## config.mk

```make
export PLATFORM = sky130hd
export DESIGN_NAME = csr_unit
export DESIGN_NICKNAME = d
export VERILOG_FILES = /design/src/design/csr_pkg.sv /design/src/design/csr_cmd_port.sv /design/src/design/trap_ctrl.sv /design/src/design/csr_file.sv /design/src/design/csr_unit.sv
export VERILOG_INCLUDE_DIRS = /design/src /design/src/design
export SDC_FILE = /design/constraint.sdc
export NUM_CORES = 1
export LEC_CHECK = 0
export BUFFER_PORTS_ARGS = -buffer_cell sky130_fd_sc_hd__buf_2
export CORE_MARGIN = 3
export CORE_UTILIZATION = 57
export DETAILED_ROUTE_END_ITERATION = 7
export GPL_TIMING_DRIVEN = 0
export PLACE_DENSITY = 0.8
export SKIP_CTS_REPAIR_TIMING = 1
export SYNTH_ARGS = -nofsm -noshare
export SYNTH_HDL_FRONTEND = slang
export SYNTH_SLANG_ARGS = --single-unit
```

## constraint.sdc

```tcl
create_clock -name clk -period 4 [get_ports clk]
set_input_delay 1 -clock clk [delete_from_list [all_inputs] [get_ports clk]]
set_output_delay 1 -clock clk [all_outputs]
set_load 0.02 [all_outputs]
```

## src/design/csr_params.svh

```systemverilog
`ifndef CSR_PARAMS_SVH
`define CSR_PARAMS_SVH

// Register and bus widths
`define CSR_XLEN                32
`define CSR_ADDR_W              12
`define CSR_TIME_W              64

// misa: MXL = 1 (RV32), extensions A, I and M
`define CSR_MISA_VALUE          32'h4000_1101

// Machine timer interrupt, interrupt flag plus code 7
`define CSR_MCAUSE_MTI          32'h8000_0007

// Environment call cause is base + current mode
// U gives 8, M gives 11
`define CSR_ECALL_CAUSE_BASE    32'd8

`endif

```

## src/design/csr_pkg.sv

```systemverilog
`include "csr_params.svh"

package csr_pkg;

    // Commands from the requester
    typedef enum logic [2:0] {
        CSR_X,
        CSR_W,
        CSR_S,
        CSR_C,
        CSR_ECALL,
        CSR_MRET
    } csr_cmd_e;

    // Only M and U are implemented
    typedef enum logic [1:0] {
        MODE_USER    = 2'b00,
        MODE_MACHINE = 2'b11
    } priv_mode_e;

    typedef enum logic [`CSR_ADDR_W-1:0] {
        CSR_ADDR_TIME      = 12'hc01,
        CSR_ADDR_TIMEH     = 12'hc81,
        CSR_ADDR_MVENDORID = 12'hf11,
        CSR_ADDR_MARCHID   = 12'hf12,
        CSR_ADDR_MIMPID    = 12'hf13,
        CSR_ADDR_MHARTID   = 12'hf14,
        CSR_ADDR_MSTATUS   = 12'h300,
        CSR_ADDR_MISA      = 12'h301,
        CSR_ADDR_MIE       = 12'h304,
        CSR_ADDR_MTVEC     = 12'h305,
        CSR_ADDR_MSCRATCH  = 12'h340,
        CSR_ADDR_MEPC      = 12'h341,
        CSR_ADDR_MCAUSE    = 12'h342,
        CSR_ADDR_MIP       = 12'h344
    } csr_addr_e;

    typedef enum logic [1:0] {
        PH_IDLE,
        PH_READ,
        PH_COMMIT,
        PH_ACK
    } csr_phase_e;

    typedef enum logic [1:0] {
        TRAP_NONE,
        TRAP_IRQ,
        TRAP_ECALL,
        TRAP_MRET
    } trap_kind_e;

    typedef struct packed {
        csr_cmd_e                cmd;
        logic [`CSR_ADDR_W-1:0]  addr;
        logic [`CSR_XLEN-1:0]    operand;
        logic [`CSR_XLEN-1:0]    pc;
    } csr_req_t;

    typedef struct packed {
        logic [`CSR_XLEN-1:0]    rdata;
        logic                    trap_taken;
        logic [`CSR_XLEN-1:0]    trap_vector;
    } csr_resp_t;

    // Register state the trap decision depends on
    typedef struct packed {
        logic                    mie;
        logic                    mpie;
        priv_mode_e              mpp;
        logic                    mtie;
        logic [`CSR_XLEN-1:0]    mtvec;
        logic [`CSR_XLEN-1:0]    mepc;
    } csr_status_t;

    typedef struct packed {
        trap_kind_e              kind;
        logic [`CSR_XLEN-1:0]    cause;
        logic [`CSR_XLEN-1:0]    epc;
        priv_mode_e              old_mode;
    } trap_update_t;

endpackage

```

## src/design/csr_cmd_port.sv

```systemverilog
`timescale 1ns/1ps

module csr_cmd_port (
    input  logic              clk,
    input  logic              arst_n,
    input  logic              req,
    input  csr_pkg::csr_req_t req_data,
    output logic              ack,
    output csr_pkg::csr_req_t op,
    output logic              read_phase,
    output logic              commit
);
    import csr_pkg::*;

    csr_phase_e state;
    csr_phase_e next_state;
    logic       accept;

    // A new command is only taken from idle
    assign accept = (state == PH_IDLE) && req;

    always_comb begin
        next_state = state;
        case (state)
            PH_IDLE: begin
                if (req) begin
                    next_state = PH_READ;
                end
            end
            PH_READ: begin
                next_state = PH_COMMIT;
            end
            PH_COMMIT: begin
                next_state = PH_ACK;
            end
            PH_ACK: begin
                // Hold ack until the requester lets go
                if (!req) begin
                    next_state = PH_IDLE;
                end
            end
            default: begin
                next_state = PH_IDLE;
            end
        endcase
    end

    always_ff @(posedge clk or negedge arst_n) begin
        if (!arst_n) begin
            state <= PH_IDLE;
        end else begin
            state <= next_state;
        end
    end

    // Request is held for the whole transaction
    always_ff @(posedge clk) begin
        if (accept) begin
            op <= req_data;
        end
    end

    assign read_phase = (state == PH_READ);
    assign commit     = (state == PH_COMMIT);
    assign ack        = (state == PH_ACK);

endmodule

```

## src/design/trap_ctrl.sv

```systemverilog
`timescale 1ns/1ps
`include "csr_params.svh"

module trap_ctrl (
    input  logic                    clk,
    input  logic                    arst_n,
    input  csr_pkg::csr_req_t       op,
    input  logic                    read_phase,
    input  logic                    commit,
    input  logic [`CSR_TIME_W-1:0]  mtime,
    input  logic [`CSR_TIME_W-1:0]  mtimecmp,
    input  csr_pkg::csr_status_t    status,
    output csr_pkg::priv_mode_e     mode,
    output csr_pkg::trap_update_t   update,
    output logic                    trap_taken,
    output logic [`CSR_XLEN-1:0]    trap_vector,
    output logic                    mtip
);
    import csr_pkg::*;

    logic                 irq_pending;
    logic [`CSR_XLEN-1:0] mtvec_base;
    trap_kind_e           kind_next;
    logic [`CSR_XLEN-1:0] cause_next;
    logic [`CSR_XLEN-1:0] vector_next;

    // Timer comparator, the only place MTIP is formed
    assign mtip = (mtime >= mtimecmp);

    // U mode is always interruptible, M only with MIE set
    assign irq_pending = mtip && status.mtie && ((mode == MODE_USER) || status.mie);

    assign mtvec_base = {status.mtvec[`CSR_XLEN-1:2], 2'b00};

    always_comb begin
        kind_next   = TRAP_NONE;
        cause_next  = '0;
        vector_next = '0;
        if (irq_pending) begin
            kind_next  = TRAP_IRQ;
            cause_next = `CSR_MCAUSE_MTI;
            // Vectored mode adds 4 x cause code, flag bit shifts out
            if (status.mtvec[1:0] == 2'b01) begin
                vector_next = mtvec_base + (`CSR_MCAUSE_MTI << 2);
            end else begin
                vector_next = mtvec_base;
            end
        end else if (op.cmd == CSR_ECALL) begin
            kind_next   = TRAP_ECALL;
            cause_next  = `CSR_ECALL_CAUSE_BASE + {{(`CSR_XLEN-2){1'b0}}, mode};
            // Synchronous exceptions always use the base
            vector_next = mtvec_base;
        end else if (op.cmd == CSR_MRET) begin
            kind_next   = TRAP_MRET;
            vector_next = status.mepc;
        end
    end

    // Decision is frozen at the read phase and held through ack
    always_ff @(posedge clk or negedge arst_n) begin
        if (!arst_n) begin
            update.kind     <= TRAP_NONE;
            update.cause    <= '0;
            update.epc      <= '0;
            update.old_mode <= MODE_MACHINE;
            trap_taken      <= 1'b0;
            trap_vector     <= '0;
        end else if (read_phase) begin
            update.kind     <= kind_next;
            update.cause    <= cause_next;
            update.epc      <= op.pc;
            update.old_mode <= mode;
            trap_taken      <= (kind_next != TRAP_NONE);
            trap_vector     <= vector_next;
        end
    end

    always_ff @(posedge clk or negedge arst_n) begin
        if (!arst_n) begin
            mode <= MODE_MACHINE;
        end else if (commit) begin
            case (update.kind)
                TRAP_IRQ, TRAP_ECALL: begin
                    mode <= MODE_MACHINE;
                end
                TRAP_MRET: begin
                    mode <= status.mpp;
                end
                default: begin
                    mode <= mode;
                end
            endcase
        end
    end

endmodule

```

## src/design/csr_file.sv

```systemverilog
`timescale 1ns/1ps
`include "csr_params.svh"

module csr_file (
    input  logic                    clk,
    input  logic                    arst_n,
    input  csr_pkg::csr_req_t       op,
    input  logic                    commit,
    input  csr_pkg::priv_mode_e     mode,
    input  csr_pkg::trap_update_t   update,
    input  logic [`CSR_TIME_W-1:0]  mtime,
    input  logic                    mtip,
    output csr_pkg::csr_status_t    status,
    output logic [`CSR_XLEN-1:0]    rdata
);
    import csr_pkg::*;

    logic                 mstatus_mie;
    logic                 mstatus_mpie;
    priv_mode_e           mstatus_mpp;
    logic                 mie_meie;
    logic                 mie_mtie;
    logic                 mie_msie;
    logic [`CSR_XLEN-1:0] mtvec;
    logic [`CSR_XLEN-1:0] mscratch;
    logic [`CSR_XLEN-1:0] mepc;
    logic [`CSR_XLEN-1:0] mcause;

    logic                 can_access;
    logic                 can_write;
    logic                 cmd_is_rmw;
    logic                 write_en;
    logic [`CSR_XLEN-1:0] old_value;
    logic [`CSR_XLEN-1:0] wdata;

    // Address bits [9:8] give the lowest mode allowed
    assign can_access = (op.addr[9:8] <= mode);
    assign can_write  = can_access && (op.addr[11:10] != 2'b11);
    assign cmd_is_rmw = (op.cmd == CSR_W) || (op.cmd == CSR_S) || (op.cmd == CSR_C);
    assign write_en   = cmd_is_rmw && can_write;

    always_comb begin
        case (op.addr)
            CSR_ADDR_TIME:     old_value = mtime[31:0];
            CSR_ADDR_TIMEH:    old_value = mtime[63:32];
            CSR_ADDR_MSTATUS:  old_value = {19'b0, mstatus_mpp, 3'b0, mstatus_mpie,
                                            3'b0, mstatus_mie, 3'b0};
            CSR_ADDR_MISA:     old_value = `CSR_MISA_VALUE;
            CSR_ADDR_MIE:      old_value = {20'b0, mie_meie, 3'b0, mie_mtie,
                                            3'b0, mie_msie, 3'b0};
            CSR_ADDR_MTVEC:    old_value = mtvec;
            CSR_ADDR_MSCRATCH: old_value = mscratch;
            CSR_ADDR_MEPC:     old_value = mepc;
            CSR_ADDR_MCAUSE:   old_value = mcause;
            CSR_ADDR_MIP:      old_value = {24'b0, mtip, 7'b0};
            // ID registers and unknown addresses
            default:           old_value = '0;
        endcase
    end

    always_comb begin
        case (op.cmd)
            CSR_W:   wdata = op.operand;
            CSR_S:   wdata = old_value | op.operand;
            CSR_C:   wdata = old_value & ~op.operand;
            default: wdata = old_value;
        endcase
    end

    always_ff @(posedge clk or negedge arst_n) begin
        if (!arst_n) begin
            mstatus_mie  <= 1'b0;
            mstatus_mpie <= 1'b0;
            mstatus_mpp  <= MODE_MACHINE;
            mie_meie     <= 1'b0;
            mie_mtie     <= 1'b0;
            mie_msie     <= 1'b0;
            mtvec        <= '0;
            mscratch     <= '0;
            mepc         <= '0;
            mcause       <= '0;
        end else if (commit) begin
            case (update.kind)
                TRAP_IRQ, TRAP_ECALL: begin
                    mepc         <= {update.epc[`CSR_XLEN-1:2], 2'b00};
                    mcause       <= update.cause;
                    mstatus_mpie <= mstatus_mie;
                    mstatus_mie  <= 1'b0;
                    mstatus_mpp  <= update.old_mode;
                end
                TRAP_MRET: begin
                    mstatus_mie  <= mstatus_mpie;
                    mstatus_mpie <= 1'b1;
                    mstatus_mpp  <= MODE_USER;
                end
                default: begin
                    if (write_en) begin
                        case (op.addr)
                            CSR_ADDR_MSTATUS: begin
                                mstatus_mie  <= wdata[3];
                                mstatus_mpie <= wdata[7];
                                // Unsupported MPP encodings fall back to U
                                mstatus_mpp  <= (wdata[12:11] == 2'b11) ? MODE_MACHINE
                                                                        : MODE_USER;
                            end
                            CSR_ADDR_MIE: begin
                                mie_meie <= wdata[11];
                                mie_mtie <= wdata[7];
                                mie_msie <= wdata[3];
                            end
                            CSR_ADDR_MTVEC:    mtvec    <= wdata;
                            CSR_ADDR_MSCRATCH: mscratch <= wdata;
                            CSR_ADDR_MEPC:     mepc     <= {wdata[`CSR_XLEN-1:2], 2'b00};
                            CSR_ADDR_MCAUSE:   mcause   <= wdata;
                            default: begin
                            end
                        endcase
                    end
                end
            endcase
        end
    end

    // Denied accesses and traps return zero
    always_ff @(posedge clk or negedge arst_n) begin
        if (!arst_n) begin
            rdata <= '0;
        end else if (commit) begin
            rdata <= (can_access && (update.kind == TRAP_NONE)) ? old_value : '0;
        end
    end

    assign status.mie   = mstatus_mie;
    assign status.mpie  = mstatus_mpie;
    assign status.mpp   = mstatus_mpp;
    assign status.mtie  = mie_mtie;
    assign status.mtvec = mtvec;
    assign status.mepc  = mepc;

endmodule

```

## src/design/csr_unit.sv

```systemverilog
`timescale 1ns/1ps
`include "csr_params.svh"

module csr_unit (
    input  logic                    clk,
    input  logic                    arst_n,
    input  logic                    req,
    input  csr_pkg::csr_req_t       req_data,
    input  logic [`CSR_TIME_W-1:0]  mtime,
    input  logic [`CSR_TIME_W-1:0]  mtimecmp,
    output logic                    ack,
    output csr_pkg::csr_resp_t      resp
);
    import csr_pkg::*;

    csr_req_t             op;
    logic                 read_phase;
    logic                 commit;
    priv_mode_e           mode;
    trap_update_t         update;
    csr_status_t          status;
    logic                 mtip;
    logic                 trap_taken;
    logic [`CSR_XLEN-1:0] trap_vector;
    logic [`CSR_XLEN-1:0] rdata;

    csr_cmd_port csr_cmd_port_i (
        .clk        (clk),
        .arst_n     (arst_n),
        .req        (req),
        .req_data   (req_data),
        .ack        (ack),
        .op         (op),
        .read_phase (read_phase),
        .commit     (commit)
    );

    trap_ctrl trap_ctrl_i (
        .clk         (clk),
        .arst_n      (arst_n),
        .op          (op),
        .read_phase  (read_phase),
        .commit      (commit),
        .mtime       (mtime),
        .mtimecmp    (mtimecmp),
        .status      (status),
        .mode        (mode),
        .update      (update),
        .trap_taken  (trap_taken),
        .trap_vector (trap_vector),
        .mtip        (mtip)
    );

    csr_file csr_file_i (
        .clk    (clk),
        .arst_n (arst_n),
        .op     (op),
        .commit (commit),
        .mode   (mode),
        .update (update),
        .mtime  (mtime),
        .mtip   (mtip),
        .status (status),
        .rdata  (rdata)
    );

    // Both halves are registered, so resp holds while ack is high
    assign resp.rdata       = rdata;
    assign resp.trap_taken  = trap_taken;
    assign resp.trap_vector = trap_vector;

endmodule

```

==> key figures <==
Outcome
  – Status: completed

Synthesis
  – Post-synthesis cell count: 1712
  – Sequential-to-total area share from yosys stat: 49.2%
  – Fraction of registers with async set/reset: 75.6%
  – Main synth FF type: dfrtp_1
  – EDFF count, synth: 77
  – Yosys cell types: 75
  – Yosys warns: 0
  – Syn_area_per_cell: 9.82 sq um
  – Post-synth design cell area: 0.0168 sq mm
  – FF+latch count, synth: 315

Route
  – DR WL/cell: 24.8 microns
  – Vias/cell: 6.25
  – Drt first-iter violations: 1747
  – DRC violation count after routing: 0
  – Initial DRT Pass Iterations: 5
  – Routed Antenna Nets: 0
  – Final wirelength: 60200 microns
  – Via Count: 15200

Floorplanning
  – Io pins: 276
  – Die Area: 0.0316 sq mm
  – CORE AREA: 0.0289 sq mm
  – Die width: 178 microns
  – Die H: 178 microns
  – Rows: 62
  – Initial Utilization: 58.3%

Placed design
  – Port bufs: 271
  – HPWL Detailed: 46500 microns
  – GPL Wtd Cong: 0.999

Pwr
  – Pwr dens: 610 mW/mm^2
  – Pleak: 8.55 nW
  – Tot Pwr: 12.1 mW
  – Max IR drop VDD: 0.000393 V

Worst setup path
  – Setup crit end kind: register
  – Crit path cell chain: buf_2, inv_1, ha_1, nand4_1, nor4_2, and4_1, a41oi_1, a21boi_0, buf_2, buf_1, nor3_1, a21oi_1, a21oi_1
  – Kind of critical path: input pin to register
  – Slowest CP cell: nor4_2
  – WP buf/inv: 4
  – Startpoint types: input pin
  – FF-to-FF setup slack: 0.32 ns
  – Crit path DAT: 4.25 ns
  – Crit path required time: 4.42 ns
  – CP Max Fanout: 10
  – Top Family by Delay on Critical Path: simple AND/OR/NAND/NOR gates
  – CP max stage delay: 0.53 ns

Clocking
  – Root Buffer: clkbuf_16
  – CTS tree: built
  – Worst-skew pair later-pin latency: 0.58 ns
  – H-Tree Depth: 1
  – Num CTS Buffers: 31
  – CTS max path bufs: 3
  – Clk slew on worst S/H paths: 0.06 ns
  – Clk sinks: 315

Final layout
  – Ant. Diodes: 0
  – Most common cell after layout, fill and taps aside: buf_2
  – Ratio of cells with drive above 1 in the final layout: 21.5%
  – Synthesis-to-layout area growth: 17.5%
  – Utilization after layout: 68.5%
  – Most frequent cells in the layout: buf_2, dfrtp_1, nand2_1
  – Final net count: 2305

GRT
  – Grt total ovfl: 0
  – First-pass GRT wire length: 88400 microns
  – Largest net degree at the start of global routing: 124
  – Gr usage total: 37.7%
  – Initial antenna violation count: 1
  – Vias in the first global route: 14700

Timing
  – Final Skew: 0.0168 ns
  – Final hold violations: 0
  – Upper clock frequency limit: 0.261 GHz
  – Slew HR: 33.4%
  – Pin slew with the least headroom to its limit: 0.987 ns
  – RSZ-0062 raised after global routing: false
  – Slew Viols, Final: 0
  – Period Utilization, post-route: 95.9%
  – Final setup violation count: 0
  – Post-route minimum period: 3.84 ns

Worst hold path
  – Worst hold path type: register to register

Run
  – Max-Cap Viols: 0
## per-layer routing
metal / vias to the layer above / wire, microns / track usage (%)
li1: 6734 / - / -
met1: 7353 / 23500 / 49.9
met2: 973 / 26100 / 57.2
met3: 132 / 7800 / 11.8
met4: 0 / 2790 / 16.6
met5: - / 0 / 0
## cells by family (layout without fill, tap and decap cells)
family                   Yosys count  after routing  share of synthesized area, %
XOR/XNOR                          23             23                          1.20
AO/OA/AOI/OAI                    455            455                          17.5
AND/OR/NAND/NOR                  522            522                          14.9
flip-flops                       315            315                          49.2
buffers and inverters            224            556                          5.46
multiplexers                      97             97                          6.10
adder cells (fa/ha/maj)           75             75                          5.58
other                              1              2                        0.0223
## power breakdown
group | leakage, nW | switching, mW | total [mW] | internal [mW]
registers | 3.44 | 0.747 | 4.99 | 4.25
clock network | 0.502 | 1.28 | 2.98 | 1.70
logic | 4.60 | 2.69 | 4.08 | 1.39
total | 8.55 | 4.71 | 12.1 | 7.34
## metrics by stage
step / hold WS [ns] / TNS (ns) / worst slack [ns] / instance area, sq um / std cells
finish: 0.477 / 0 / 0.164 / 19800 / 2429
CTS: 0.478 / 0 / 0.114 / 19800 / 2429
global route: 0.487 / 0 / 0.0410 / 19800 / 2429
global placement: 0.459 / -550.86 / -2.31 / 18700 / 2368
floorplan: 0.449 / 0 / 0.686 / 16800 / 1713
detailed placement: 0.464 / -10.02 / -0.461 / 18700 / 2371
## final cells by class
cell class                 instances  area [sq um]
buffer                           111           494
multi-input combinational       1174          7640
clock buffer                      38           812
timing repair buffer             274          1430
fill                            2291          9090
clock inverter                    20           213
sequential                       315          8280
inverter                         113           424
tap                              384           480
## flip-flops by register name, summed over array words and instances (netlist names), 2 cells and up
signal / count
csr_cmd_port_i.op: 77
csr_cmd_port_i.state: 2
csr_file_i.mcause: 32
csr_file_i.mepc: 30
csr_file_i.mscratch: 32
csr_file_i.mstatus_mpp: 2
csr_file_i.mtvec: 32
csr_file_i.rdata: 32
trap_ctrl_i.mode: 2
trap_ctrl_i.trap_vector: 30
trap_ctrl_i.update: 38
## synthesized netlist by cell type (15+ instances only)
library cell	count	area [sq um]
nor2b_1	35	219
buf_2	26	130
nor3_1	49	245
nand2_1	153	574
mux2_2	44	495
ha_1	75	938
nor2_1	144	541
xnor2_1	17	149
and3_1	15	93.8
o211a_1	25	250
edfxtp_1	77	2310
nand3_1	37	185
dfrtp_1	232	5810
nand4_1	15	93.8
a31oi_1	54	338
o22ai_1	31	194
a21oi_1	135	676
clkbuf_1	69	259
a22oi_1	54	405
o21ai_0	55	275
inv_1	113	424
mux2i_1	53	531
## worst reg2reg max path, cell delays in order (launching register included)
cell and delay [ns]:
edfxtp_1 0.45, nor4_2 0.68, and3_1 0.37, buf_2 0.20, buf_2 0.31, buf_4 0.27
inv_1 0.08, nor2_2 0.37, buf_2 0.35, buf_2 0.34, a21oi_1 0.12
## final timing paths
check	depth (start not counted)	endpoint	startpoint
setup reg to reg	10	csr_file_i.mscratch[11]$_DFFE_PN0P_	csr_cmd_port_i.op[67]$_DFFE_PP_
hold / removal	1	trap_ctrl_i.update[25]$_DFFE_PN0N_	csr_cmd_port_i.op[23]$_DFFE_PP_
min in group asynchronous	1	trap_ctrl_i.trap_vector[29]$_DFFE_PN0N_	arst_n
hold reg to reg	1	trap_ctrl_i.update[25]$_DFFE_PN0N_	csr_cmd_port_i.op[23]$_DFFE_PP_
max in group asynchronous	2	csr_file_i.mepc[6]$_DFFE_PN0P_	arst_n
setup / recovery	13	trap_ctrl_i.trap_vector[8]$_DFFE_PN0N_	mtimecmp[63]
(Power assumes the default switching activity.)
